## config.mk

```make
export PLATFORM = sky130hd
export DESIGN_NAME = pitch_display
export DESIGN_NICKNAME = d
export VERILOG_FILES = /design/src/design/pitch_pkg.sv /design/src/design/stage_if.sv /design/src/design/pitch_display.sv /design/src/design/pixel_compositor.sv /design/src/design/raster_counter.sv /design/src/design/scene_layers.sv /design/src/design/seven_seg_glyph.sv
export SDC_FILE = /design/constraint.sdc
export NUM_CORES = 2
export LEC_CHECK = 0
export ABC_AREA = 0
export BUFFER_PORTS_ARGS = -buffer_cell sky130_fd_sc_hd__buf_2
export CAP_MARGIN = 40
export CORE_MARGIN = 2
export CORE_UTILIZATION = 57
export CTS_CLUSTER_SIZE = 40
export DETAILED_ROUTE_END_ITERATION = 10
export GPL_TIMING_DRIVEN = 0
export PLACE_DENSITY = 0.84
export SLEW_MARGIN = 20
export SYNTH_ARGS = -nofsm -noshare
export SYNTH_HDL_FRONTEND = slang
export SYNTH_SLANG_ARGS = --single-unit
```

## constraint.sdc

```tcl
create_clock -name clk -period 17.05 [get_ports clk]
set_clock_uncertainty 0.2 [all_clocks]
set_input_delay 0 -clock clk [delete_from_list [all_inputs] [get_ports clk]]
set_output_delay 0 -clock clk [all_outputs]
set_load 0.02 [all_outputs]
```

## src/design/pitch_pkg.sv

```systemverilog
package pitch_pkg;

	typedef logic [9:0] coord_t;
	typedef logic [6:0] score_t;
	typedef logic [3:0] digit_t;

	// raster timing
	localparam coord_t h_total = 10'd800;
	localparam coord_t v_total = 10'd525;
	localparam coord_t hsync_end = 10'd96; // hsync low for x below this
	localparam coord_t vsync_end = 10'd2;

	localparam coord_t act_x_min = 10'd144;
	localparam coord_t act_x_max = 10'd783;
	localparam coord_t act_y_min = 10'd35;
	localparam coord_t act_y_max = 10'd514;

	// field geometry
	localparam coord_t field_x_end = 10'd660; // separator column
	localparam coord_t border_x_l = 10'd144;
	localparam coord_t border_x_r = 10'd659;
	localparam coord_t border_y_t = 10'd35;
	localparam coord_t border_y_b = 10'd513;
	localparam coord_t half_line_y = 10'd275;

	// fixed axis of each player pair
	localparam coord_t team1_fixed_x = 10'd240;
	localparam coord_t team1_fixed_y = 10'd380;
	localparam coord_t team2_fixed_x = 10'd560;
	localparam coord_t team2_fixed_y = 10'd180;

	// score board digit origins
	localparam coord_t score_y = 10'd100;
	localparam coord_t blue_tens_x = 10'd676;
	localparam coord_t blue_ones_x = 10'd698;
	localparam coord_t red_tens_x = 10'd738;
	localparam coord_t red_ones_x = 10'd762;

	typedef struct packed {
		logic [7:0] red;
		logic [7:0] green;
		logic [7:0] blue;
	} rgb_t;

	localparam rgb_t board_bg = '{red: 8'h80, green: 8'hff, blue: 8'haa};

	typedef struct packed {
		coord_t team1_ver_pos;
		coord_t team1_hor_pos;
		coord_t team2_ver_pos;
		coord_t team2_hor_pos;
		coord_t ball_x;
		coord_t ball_y;
		score_t team1_score;
		score_t team2_score;
	} game_state_t;

	typedef struct packed {
		coord_t x;
		coord_t y;
		game_state_t state;
	} raster_t;

	typedef struct packed {
		logic in_active;
		logic in_field;
		logic on_separator;
		logic on_line; // border or half line
		logic blue_player;
		logic red_player;
		logic ball;
		logic blue_digit;
		logic red_digit;
	} layer_t;

endpackage

```

## src/design/stage_if.sv

```systemverilog
// one pipeline stage boundary, no handshake
interface stage_if #(
	parameter type payload_t = logic
);

	logic hsync;
	logic vsync;
	payload_t payload;

	modport source (
		output hsync,
		output vsync,
		output payload
	);

	modport sink (
		input hsync,
		input vsync,
		input payload
	);

endinterface

```

## src/design/pitch_display.sv

```systemverilog
module pitch_display
	import pitch_pkg::*;
(
	input logic clk,
	input logic rst,
	input logic pixel_en,

	input coord_t team1_ver_pos,
	input coord_t team1_hor_pos,
	input coord_t team2_ver_pos,
	input coord_t team2_hor_pos,
	input coord_t ball_x,
	input coord_t ball_y,
	input logic [6:0] team1_score,
	input logic [6:0] team2_score,

	output logic hsync,
	output logic vsync,
	output logic [7:0] red,
	output logic [7:0] green,
	output logic [7:0] blue
);

	stage_if #(.payload_t(raster_t)) s1 (); // position and frame snapshot
	stage_if #(.payload_t(layer_t)) s2 ();  // layer flags

	raster_counter raster_counter_inst (
		.clk(clk),
		.rst(rst),
		.pixel_en(pixel_en),
		.team1_ver_pos(team1_ver_pos),
		.team1_hor_pos(team1_hor_pos),
		.team2_ver_pos(team2_ver_pos),
		.team2_hor_pos(team2_hor_pos),
		.ball_x(ball_x),
		.ball_y(ball_y),
		.team1_score(team1_score),
		.team2_score(team2_score),
		.out_s(s1.source)
	);

	scene_layers #(
		.player_radius(25),
		.ball_radius(5)
	) scene_layers_inst (
		.clk(clk),
		.rst(rst),
		.pixel_en(pixel_en),
		.in_s(s1.sink),
		.out_s(s2.source)
	);

	pixel_compositor pixel_compositor_inst (
		.clk(clk),
		.rst(rst),
		.pixel_en(pixel_en),
		.in_s(s2.sink),
		.hsync(hsync),
		.vsync(vsync),
		.red(red),
		.green(green),
		.blue(blue)
	);

endmodule

```

## src/design/pixel_compositor.sv

```systemverilog
module pixel_compositor
	import pitch_pkg::*;
(
	input logic clk,
	input logic rst,
	input logic pixel_en,
	stage_if.sink in_s,
	output logic hsync,
	output logic vsync,
	output logic [7:0] red,
	output logic [7:0] green,
	output logic [7:0] blue
);

	layer_t l;
	rgb_t next_colour;
	rgb_t colour;
	logic hsync_q;
	logic vsync_q;

	assign l = in_s.payload;

	always_comb begin
		next_colour = '0;
		if (!l.in_active) begin
			next_colour = '0; // blanking
		end else if (l.in_field) begin
			next_colour.red = (l.red_player || l.on_line || l.ball) ? 8'hff : 8'h00;
			next_colour.green = l.on_line ? 8'hff : 8'h00;
			next_colour.blue = (l.blue_player || l.on_line || l.ball) ? 8'hff : 8'h00;
		end else if (l.on_separator) begin
			next_colour = '0;
		end else if (l.red_digit) begin
			next_colour = '{red: 8'hff, green: 8'h00, blue: 8'h00}; // red over blue
		end else if (l.blue_digit) begin
			next_colour = '{red: 8'h00, green: 8'h00, blue: 8'hff};
		end else begin
			next_colour = board_bg;
		end
	end

	always_ff @(posedge clk) begin
		if (rst) begin
			colour <= '0;
			hsync_q <= 1'b0;
			vsync_q <= 1'b0;
		end else if (pixel_en) begin
			colour <= next_colour;
			hsync_q <= in_s.hsync;
			vsync_q <= in_s.vsync;
		end
	end

	assign hsync = hsync_q;
	assign vsync = vsync_q;
	assign red = colour.red;
	assign green = colour.green;
	assign blue = colour.blue;

endmodule

```

## src/design/raster_counter.sv

```systemverilog
module raster_counter
	import pitch_pkg::*;
(
	input logic clk,
	input logic rst,
	input logic pixel_en,

	input coord_t team1_ver_pos,
	input coord_t team1_hor_pos,
	input coord_t team2_ver_pos,
	input coord_t team2_hor_pos,
	input coord_t ball_x,
	input coord_t ball_y,
	input logic [6:0] team1_score,
	input logic [6:0] team2_score,

	stage_if.source out_s
);

	coord_t x;
	coord_t y;
	game_state_t live;
	game_state_t snap; // held for the whole frame
	logic line_end;
	logic frame_end;

	assign live = '{
		team1_ver_pos: team1_ver_pos,
		team1_hor_pos: team1_hor_pos,
		team2_ver_pos: team2_ver_pos,
		team2_hor_pos: team2_hor_pos,
		ball_x: ball_x,
		ball_y: ball_y,
		team1_score: team1_score,
		team2_score: team2_score
	};

	assign line_end = (x == h_total - 10'd1);
	assign frame_end = line_end && (y == v_total - 10'd1);

	always_ff @(posedge clk) begin
		if (rst) begin
			x <= '0;
			y <= '0;
		end else if (pixel_en) begin
			if (line_end) begin
				x <= '0;
				if (frame_end)
					y <= '0;
				else
					y <= y + 10'd1;
			end else begin
				x <= x + 10'd1;
			end
		end
	end

	// inputs sampled only at the frame wrap so a frame never tears
	always_ff @(posedge clk) begin
		if (rst)
			snap <= '0;
		else if (pixel_en && frame_end)
			snap <= live;
	end

	assign out_s.hsync = (x >= hsync_end); // active low
	assign out_s.vsync = (y >= vsync_end);
	assign out_s.payload = '{x: x, y: y, state: snap};

endmodule

```

## src/design/scene_layers.sv

```systemverilog
module scene_layers
	import pitch_pkg::*;
#(
	parameter int player_radius = 25,
	parameter int ball_radius = 5
) (
	input logic clk,
	input logic rst,
	input logic pixel_en,
	stage_if.sink in_s,
	stage_if.source out_s
);

	localparam logic [22:0] player_r_sq = 23'(player_radius * player_radius);
	localparam logic [22:0] ball_r_sq = 23'(ball_radius * ball_radius);

	raster_t r;
	game_state_t st;
	layer_t next_layer;
	layer_t layer_q;
	logic hsync_q;
	logic vsync_q;
	logic [5:0] blue_half;
	logic [5:0] red_half;
	digit_t blue_tens;
	digit_t blue_ones;
	digit_t red_tens;
	digit_t red_ones;
	logic [3:0] glyph_hit; // blue tens, blue ones, red tens, red ones

	function automatic logic disc_hit(
		input coord_t px,
		input coord_t py,
		input coord_t cx,
		input coord_t cy,
		input logic [22:0] r_sq
	);
		logic signed [11:0] dx;
		logic signed [11:0] dy;
		logic [22:0] d_sq;
		dx = $signed({2'b00, px}) - $signed({2'b00, cx});
		dy = $signed({2'b00, py}) - $signed({2'b00, cy});
		d_sq = 23'(dx * dx) + 23'(dy * dy);
		return d_sq < r_sq;
	endfunction

	assign r = in_s.payload;
	assign st = r.state;

	// halved scores split into decimal digits
	assign blue_half = st.team1_score[6:1];
	assign red_half = st.team2_score[6:1];
	assign blue_tens = digit_t'(blue_half / 6'd10);
	assign blue_ones = digit_t'(blue_half % 6'd10);
	assign red_tens = digit_t'(red_half / 6'd10);
	assign red_ones = digit_t'(red_half % 6'd10);

	seven_seg_glyph blue_tens_glyph (.x(r.x), .y(r.y), .digit(blue_tens),
		.origin_x(blue_tens_x), .origin_y(score_y), .hit(glyph_hit[3]));
	seven_seg_glyph blue_ones_glyph (.x(r.x), .y(r.y), .digit(blue_ones),
		.origin_x(blue_ones_x), .origin_y(score_y), .hit(glyph_hit[2]));
	seven_seg_glyph red_tens_glyph (.x(r.x), .y(r.y), .digit(red_tens),
		.origin_x(red_tens_x), .origin_y(score_y), .hit(glyph_hit[1]));
	seven_seg_glyph red_ones_glyph (.x(r.x), .y(r.y), .digit(red_ones),
		.origin_x(red_ones_x), .origin_y(score_y), .hit(glyph_hit[0]));

	always_comb begin
		next_layer.in_active = (r.x >= act_x_min) && (r.x <= act_x_max)
			&& (r.y >= act_y_min) && (r.y <= act_y_max);
		next_layer.in_field = (r.x < field_x_end);
		next_layer.on_separator = (r.x == field_x_end);
		next_layer.on_line = (r.x == border_x_l) || (r.x == border_x_r)
			|| (r.y == border_y_t) || (r.y == border_y_b) || (r.y == half_line_y);
		next_layer.blue_player = disc_hit(r.x, r.y, team1_fixed_x, st.team1_ver_pos, player_r_sq)
			|| disc_hit(r.x, r.y, st.team1_hor_pos, team1_fixed_y, player_r_sq);
		next_layer.red_player = disc_hit(r.x, r.y, team2_fixed_x, st.team2_ver_pos, player_r_sq)
			|| disc_hit(r.x, r.y, st.team2_hor_pos, team2_fixed_y, player_r_sq);
		next_layer.ball = disc_hit(r.x, r.y, st.ball_x, st.ball_y, ball_r_sq);
		next_layer.blue_digit = glyph_hit[3] || glyph_hit[2];
		next_layer.red_digit = glyph_hit[1] || glyph_hit[0];
	end

	always_ff @(posedge clk) begin
		if (rst) begin
			layer_q <= '0;
			hsync_q <= 1'b0;
			vsync_q <= 1'b0;
		end else if (pixel_en) begin
			layer_q <= next_layer;
			hsync_q <= in_s.hsync;
			vsync_q <= in_s.vsync;
		end
	end

	assign out_s.payload = layer_q;
	assign out_s.hsync = hsync_q;
	assign out_s.vsync = vsync_q;

endmodule

```

## src/design/seven_seg_glyph.sv

```systemverilog
module seven_seg_glyph
	import pitch_pkg::*;
(
	input coord_t x,
	input coord_t y,
	input digit_t digit,
	input coord_t origin_x,
	input coord_t origin_y,
	output logic hit
);

	logic signed [11:0] dx;
	logic signed [11:0] dy;
	logic [6:0] seg_box; // top, ur, lr, bottom, ll, ul, middle
	logic [6:0] seg_lit;

	function automatic logic in_range(
		input logic signed [11:0] v,
		input int lo,
		input int hi
	);
		return (v >= lo) && (v <= hi);
	endfunction

	assign dx = $signed({2'b00, x}) - $signed({2'b00, origin_x});
	assign dy = $signed({2'b00, y}) - $signed({2'b00, origin_y});

	always_comb begin
		seg_box[0] = in_range(dx, -7, 7) && in_range(dy, -19, -17);
		seg_box[1] = in_range(dx, 8, 10) && in_range(dy, -16, -2);
		seg_box[2] = in_range(dx, 8, 10) && in_range(dy, 2, 16);
		seg_box[3] = in_range(dx, -7, 7) && in_range(dy, 17, 19);
		seg_box[4] = in_range(dx, -10, -8) && in_range(dy, 2, 16);
		seg_box[5] = in_range(dx, -10, -8) && in_range(dy, -16, -2);
		seg_box[6] = in_range(dx, -7, 7) && in_range(dy, -1, 1);
	end

	always_comb begin
		seg_lit[0] = !(digit inside {4'd1, 4'd4});
		seg_lit[1] = !(digit inside {4'd5, 4'd6});
		seg_lit[2] = (digit != 4'd2);
		seg_lit[3] = !(digit inside {4'd1, 4'd4, 4'd7});
		seg_lit[4] = (digit inside {4'd0, 4'd2, 4'd6, 4'd8}); // only a few light it
		seg_lit[5] = !(digit inside {4'd1, 4'd2, 4'd3, 4'd7});
		seg_lit[6] = !(digit inside {4'd0, 4'd1, 4'd7});
	end

	assign hit = |(seg_box & seg_lit);

endmodule

```

Word-level counts from Yosys, hierarchy flattened
Index checks and enable logic that the tools add are counted.
{"block": "classes", "magnitude_cmp": 46, "reduce_logical": 115, "n_bitwise": 4, "mux": 10, "n_mul": 10, "n_eq_ne": 44, "n_div": 4, "n_addsub": 22}
{"operator": "$mul A11 B11 Y22", "count": 10}
{"operator": "$mux W24", "count": 5}
{"operator": "$add A23 B23 Y23", "count": 5}
{"operator": "$ge A11 B5 Y1 const B", "count": 9}
{"operator": "$lt A23 B10 Y1 const B", "count": 4}
{"operator": "$le A11 B4 Y1 const B", "count": 8}
{"operator": "$sub A10 B10 Y11", "count": 6}
{"operator": "$eq A4 B3 Y1 const B", "count": 16}
{"operator": "$sub A10 B10 Y11 const B", "count": 5}
{"operator": "$eq A10 B10 Y1 const B", "count": 5}
{"operator": "$logic_and A1 B1 Y1", "count": 50}
{"operator": "$ge A11 B4 Y1 const B", "count": 4}
{"operator": "$le A11 B5 Y1 const B", "count": 4}
{"operator": "$le A11 B6 Y1 const B", "count": 3}
{"operator": "$eq A4 B2 Y1 const B", "count": 8}
{"operator": "$reduce_bool A4 Y1", "count": 8}
{"operator": "$and A7 B7 Y7", "count": 4}
{"operator": "$reduce_or A7 Y1", "count": 4}
{"operator": "$mux W8", "count": 3}
{"operator": "$reduce_bool A3 Y1", "count": 8}
{"operator": "$lt A23 B5 Y1 const B", "count": 1}
{"operator": "$ge A11 B6 Y1 const B", "count": 2}
{"operator": "$le A11 B2 Y1 const B", "count": 2}
{"operator": "$sub A10 B8 Y11 const B", "count": 2}
{"operator": "other kinds (25)", "count": 79}
{"block": "word_totals", "in_bits": 77, "elab_cells": 281, "ff_bits": 131}

Depth between registers and ports, before layout
{"block": "logic_depth", "word_depth": 7, "depth_mapped": 45, "depth_no_buf": 42}

By module
From an unflattened synthesis, not the netlist that was laid out.
{"block": "unflattened", "hier_cells": 6529, "area_unflattened_um2": 57074.7}
{"module": "scene_layers", "cells_per_inst": 5215, "instances": 1, "seq_area_each_um2": 220.2, "area_per_inst_um2": 47272.8}
{"module": "seven_seg_glyph", "cells_per_inst": 199, "instances": 4, "seq_area_each_um2": 0.0, "area_per_inst_um2": 1367.6}
{"module": "raster_counter", "cells_per_inst": 462, "instances": 1, "seq_area_each_um2": 1881.8, "area_per_inst_um2": 3873.7}
{"module": "pixel_compositor", "cells_per_inst": 56, "instances": 1, "seq_area_each_um2": 140.1, "area_per_inst_um2": 457.9}

Least setup slack after synthesis
No wires, ideal clock.
{"block": "synth_timing", "kind": "reg2reg", "start": "register raster_counter_inst.y[0]", "end": "register scene_layers_inst.layer_q, in the netlist scene_layers_inst.out_s.payload[2]", "stages_incl_launch_ff": 43, "setup_slack_ns": 6.798, "t_arrival_ns": 9.983, "n_path_buf": 4, "synth_period_minus_slack_ns": 10.252, "required_ns": 16.781, "cell_sequence": "dfxtp_1 -> clkbuf_1 -> inv_1 -> clkbuf_1 -> ha_1 -> inv_1 -> fa_1 -> a21o_1 -> a21oi_1 -> o21ai_0 -> a21oi_1 -> o21bai_1 -> a21oi_1 -> o21bai_1 -> a21o_1 -> clkbuf_1 -> inv_1 -> clkbuf_1 -> [7 not listed] -> fa_1 -> inv_1 -> ha_1 -> or3_1 -> o21ai_0 -> a21oi_1 -> nor2b_1 -> a2111oi_1 -> xnor2_1 -> ha_1 -> inv_1 -> a22o_1 -> a2111oi_0 -> nand4_1 -> or4_1 -> nor4_1 -> o2111ai_1 -> o21ai_1"}
{"block": "synth_between", "elab_chain_cells": 4}
{"element": "from (decl)", "line": "raster_counter.sv:21", "text": "coord_t y;"}
{"element": "from (signal assigned)", "line": "raster_counter.sv:51", "text": "y <= y + 10'd1;"}
{"element": "$sub A10 B10 Y11", "line": "scene_layers.sv:42", "text": "dy = $signed({2'b00, py}) - $signed({2'b00, cy});"}
{"element": "$mul A11 B11 Y22", "line": "scene_layers.sv:43", "text": "d_sq = 23'(dx * dx) + 23'(dy * dy);"}
{"element": "$add A23 B23 Y23", "line": "scene_layers.sv:43"}
{"element": "$lt A23 B5 Y1", "line": "scene_layers.sv:44", "text": "return d_sq < r_sq;"}
{"element": "to (signal assigned)", "line": "scene_layers.sv:89", "text": "layer_q <= next_layer;"}
{"element": "to (decl)", "line": "scene_layers.sv:20", "text": "layer_t layer_q;"}
No other way between the ends.
A chain may end at the register's enable or synchronous reset.

Final worst setup path
{"block": "layout_timing", "start": "register raster_counter_inst.x[0]", "end": "register scene_layers_inst.layer_q, in the netlist scene_layers_inst.out_s.payload[2]"}
{"block": "layout_between", "elab_chain_cells": 4}
{"element": "from (decl)", "line": "raster_counter.sv:20", "text": "coord_t x;"}
{"element": "from (signal assigned)", "line": "raster_counter.sv:53", "text": "x <= x + 10'd1;"}
{"element": "$sub A10 B10 Y11", "line": "scene_layers.sv:41", "text": "dx = $signed({2'b00, px}) - $signed({2'b00, cx});"}
{"element": "$mul A11 B11 Y22", "line": "scene_layers.sv:43"}
{"element": "$add A23 B23 Y23", "line": "scene_layers.sv:43"}
{"element": "$lt A23 B5 Y1", "line": "scene_layers.sv:44"}
No other way between the ends.

==> impl_metrics.yaml <==
run_status:
  outcome: "completed"
sta:
  tightest_slew_ns: 0.912
  tns_ns: 0
  setup-violations-final: 0
  fin_crit_sh_pct: 77.1
  min_period_ns: 13.15
  slew_viol_final: 0
  fmax_ghz: 0.0761
  rsz0062_at_grt: "false"
  final_hold_viol_count: 0
  relSlewSlack_pct: 38.8
worst_setup_path:
  r2r_setup_slack_ns: 3.90
  cp.buffers_inverters: 11
  crit_family: "adder cells"
  cp-start-kind: "register"
  rr_worst_depth: 42
  r2r_start: "raster_counter_inst.x[0]$_SDFFE_PP0P_"
  crit_arrival_ns: 13.27
  cp_max_fo: 14
  timing.rr.end: "scene_layers_inst.out_s.payload[2]$_SDFFE_PP0P_"
  critPathSlowestCell: "clkbuf_2"
  cpMostUsedCell: "inv_1"
  critPathKind: "register to register"
  cp.required_ns: 17.17
  end_kind: "register"
  max_stage_delay_ns: 0.67
clock_network:
  clk_pin_slew_ns: 0.08
  insertion_delay_ns: 0.43
  cts_tree: "built"
  hold_buffers: 73
  postCtsSetupBuffers: 0
  numCtsBuffers: 9
  cts.repair.resized: 0
  ctsRootBufferMaster: "clkbuf_16"
  cts_sinks: 110
  clockBufferDepth: 2
  htree_levels: 3
logic_synthesis:
  postSynthCellCount: 6635
  syn_avg_cell_area_sq_um: 8.37
  synth_edf_count: 0
  ys_async_sr_fraction_pct: 0
  syn_area_sq_um: 55500
  ys.flop_type: "dfxtp_1"
  synth_fp_nets: 8396
  yosys_warnings: 0
  synth_seq_cells: 110
  synth_cell_types: 107
  seq_area_frac_synth_pct: 3.97
grt:
  grt_usage_pct: 29.0
  grt-ovfl-total: 0
  antenna_found_initial: 2
  grt_max_degree: 23
  grt_pass1_wl_mm: 233
  grt_pass1_vias: 47744
finish:
  drive_gt1_share_pct: 4.04
  final_net_count: 8608
  finish.utilization_pct: 61.0
  syn_to_final_growth_pct: 6.20
power_and_ir_drop:
  power_per_cell_area_nw_per_um2: 29.9
  vdd_drop_max_mv: 0.0780
  finalPower_mw: 1.76
  cellLeakagePower_nw: 30.9
routing:
  vias_per_cell: 5.67
  avgRoutedWirePerCell_um: 17.5
  vias: 46125
  drcViolationCount: 0
  drt_iter0_markers: 3912
  drtAntennaViolNets: 0
  routed_wl_mm: 143
  drtPass1Iterations: 6
placed_design:
  place_congestion: 0.980
  hpwl_mm: 121
  port_buffers: 100
floorplan:
  initial_core_util_pct: 57.5
  chipHeight_um: 316
  dieArea_sq_um: 99900
  core-area_sq_um: 96600
  ioPinCount: 103
  std_cell_rows: 114
  fp.dieW_um: 316
min_path:
  hp-class: "primary input to register"
  hp-start: "team2_score[6]"
  whs_path_depth: 4
  min_to: "raster_counter_inst.out_s.payload[6]$_SDFFE_PP0P_"
flow_run:
  drv_cap: 0
[kinds of logic (layout without fill, tap and decap cells)]
kind of cell | after synthesis | in the layout | synth area share (%)
AO/OA/AOI/OAI | 1001 | 1001 | 11.9
flip-flops | 110 | 110 | 3.97
buffers and inverters | 1808 | 2025 | 12.4
other | 0 | 5 | 0
multiplexers | 39 | 39 | 0.748
adder cells (fa/ha/maj) | 1685 | 1685 | 51.9
XOR/XNOR | 380 | 380 | 6.00
AND/OR/NAND/NOR | 1612 | 1612 | 13.0
[synthesized netlist by cell type, types with 21 or more instances]
cell type     n  area [sq um]
inv_1      1616          6070
fa_1       1032         20700
ha_1        652          8160
nand2_1     611          2290
nor2_1      502          1880
a21oi_1     339          1700
xnor2_1     283          2480
o21ai_0     148           741
clkbuf_1    115           432
dfxtp_1     110          2200
nor3_1      101           505
xor2_1       97           850
a21o_1       92           691
nand3_1      68           340
and2_1       65           407
nand2b_1     51           319
o21bai_1     44           330
a31oi_1      40           250
a211oi_1     37           278
and3_1       36           225
o21a_1       32           240
mux2i_1      31           310
nor2b_1      31           194
or3_1        28           175
o211ai_1     25           188
buf_2        21           105
buf_4        21           158
nor4_1       21           131
[per-stage QoR]
step | instance area [sq um] | instances | setup WS, ns | hold slack (ns)
5_1_grt | 58900 | 8129 | 3.33 | 0.198
3_3_place_gp | 57600 | 8011 | 4.19 | 0.0433
2_1_floorplan | 55500 | 6635 | 6.80 | -0.0640
6_report | 58900 | 8133 | 3.90 | 0.175
4_1_cts | 58800 | 8115 | 4.34 | 0.168
3_5_place_dp | 57800 | 8026 | 4.43 | 0.0470
[tightest hold or removal path, stage by stage]
cell           delay [ns]
dlygate4sd3_1        0.52
buf_2                0.11
nand2_1              0.05
a21oi_1              0.05
[cells in the final DEF, fill, tap and decap left out, drive strengths merged, types with 41 or more instances in the layout]
cell type and instances:
nand2 611, xnor2 283, nor3 101, clkbuf 131, and2 66, a21o 92
nand2b 51, fa 1032, a211oi 41, inv 1629, nand3 69, buf 172
xor2 97, ha 652, o21bai 44, o21ai 161, dlygate4sd3 73, nor2 502
a21oi 342, dfxtp 110
[how the worst max path moves through the flow]
stage | startpoint | slack (ns) | depth (start not counted) | to
CTS | raster_counter_inst.y[0]$_SDFFE_PP0P_ | 4.34 | 43 | scene_layers_inst.out_s.payload[2]$_SDFFE_PP0P_
global placement | raster_counter_inst.x[0]$_SDFFE_PP0P_ | 4.19 | 42 | scene_layers_inst.out_s.payload[2]$_SDFFE_PP0P_
global route | raster_counter_inst.y[0]$_SDFFE_PP0P_ | 3.33 | 43 | scene_layers_inst.out_s.payload[2]$_SDFFE_PP0P_
finish | raster_counter_inst.x[0]$_SDFFE_PP0P_ | 3.90 | 42 | scene_layers_inst.out_s.payload[2]$_SDFFE_PP0P_
floorplan | raster_counter_inst.y[0]$_SDFFE_PP0P_ | 6.80 | 42 | scene_layers_inst.out_s.payload[2]$_SDFFE_PP0P_
detailed placement | raster_counter_inst.y[0]$_SDFFE_PP0P_ | 4.43 | 43 | scene_layers_inst.out_s.payload[2]$_SDFFE_PP0P_
[layer usage]
metal,track usage [%],up-vias,wire length [um]
li1,-,21174,-
met1,37.7,22528,55900
met2,47.4,2023,66300
met3,6.78,398,14700
met4,10.5,2,5810
met5,0,-,9
[registers in the layout, summed over array words and instances (netlist names)]
signal / cells
raster_counter_inst.out_s.payload: 72
pixel_compositor_inst.hsync: 1
raster_counter_inst.x: 10
scene_layers_inst.out_s.hsync: 1
pixel_compositor_inst.red: 2
pixel_compositor_inst.blue: 2
raster_counter_inst.y: 10
scene_layers_inst.out_s.vsync: 1
scene_layers_inst.out_s.payload: 9
pixel_compositor_inst.vsync: 1
pixel_compositor_inst.green: 1
[report_power, final]
part / leakage, nW / total, mW / internal [mW] / switching (mW)
Combinational: 29.8 / 1.25 / 0.506 / 0.740
Sequential: 0.888 / 0.264 / 0.259 / 0.00518
Clock: 0.163 / 0.252 / 0.121 / 0.131
[area by class of cell]
cell class / count / area [sq um]
clock inverter: 7 / 110
inverter: 1642 / 6160
tap: 1276 / 1600
clock buffer: 9 / 225
sequential: 110 / 2200
multi-input combinational: 4717 / 46400
antenna: 5 / 12.5
timing repair buffer: 201 / 1490
buffer: 166 / 737
fill: 7982 / 37600
No activity file was read; power rests on OpenSTA's default activity.
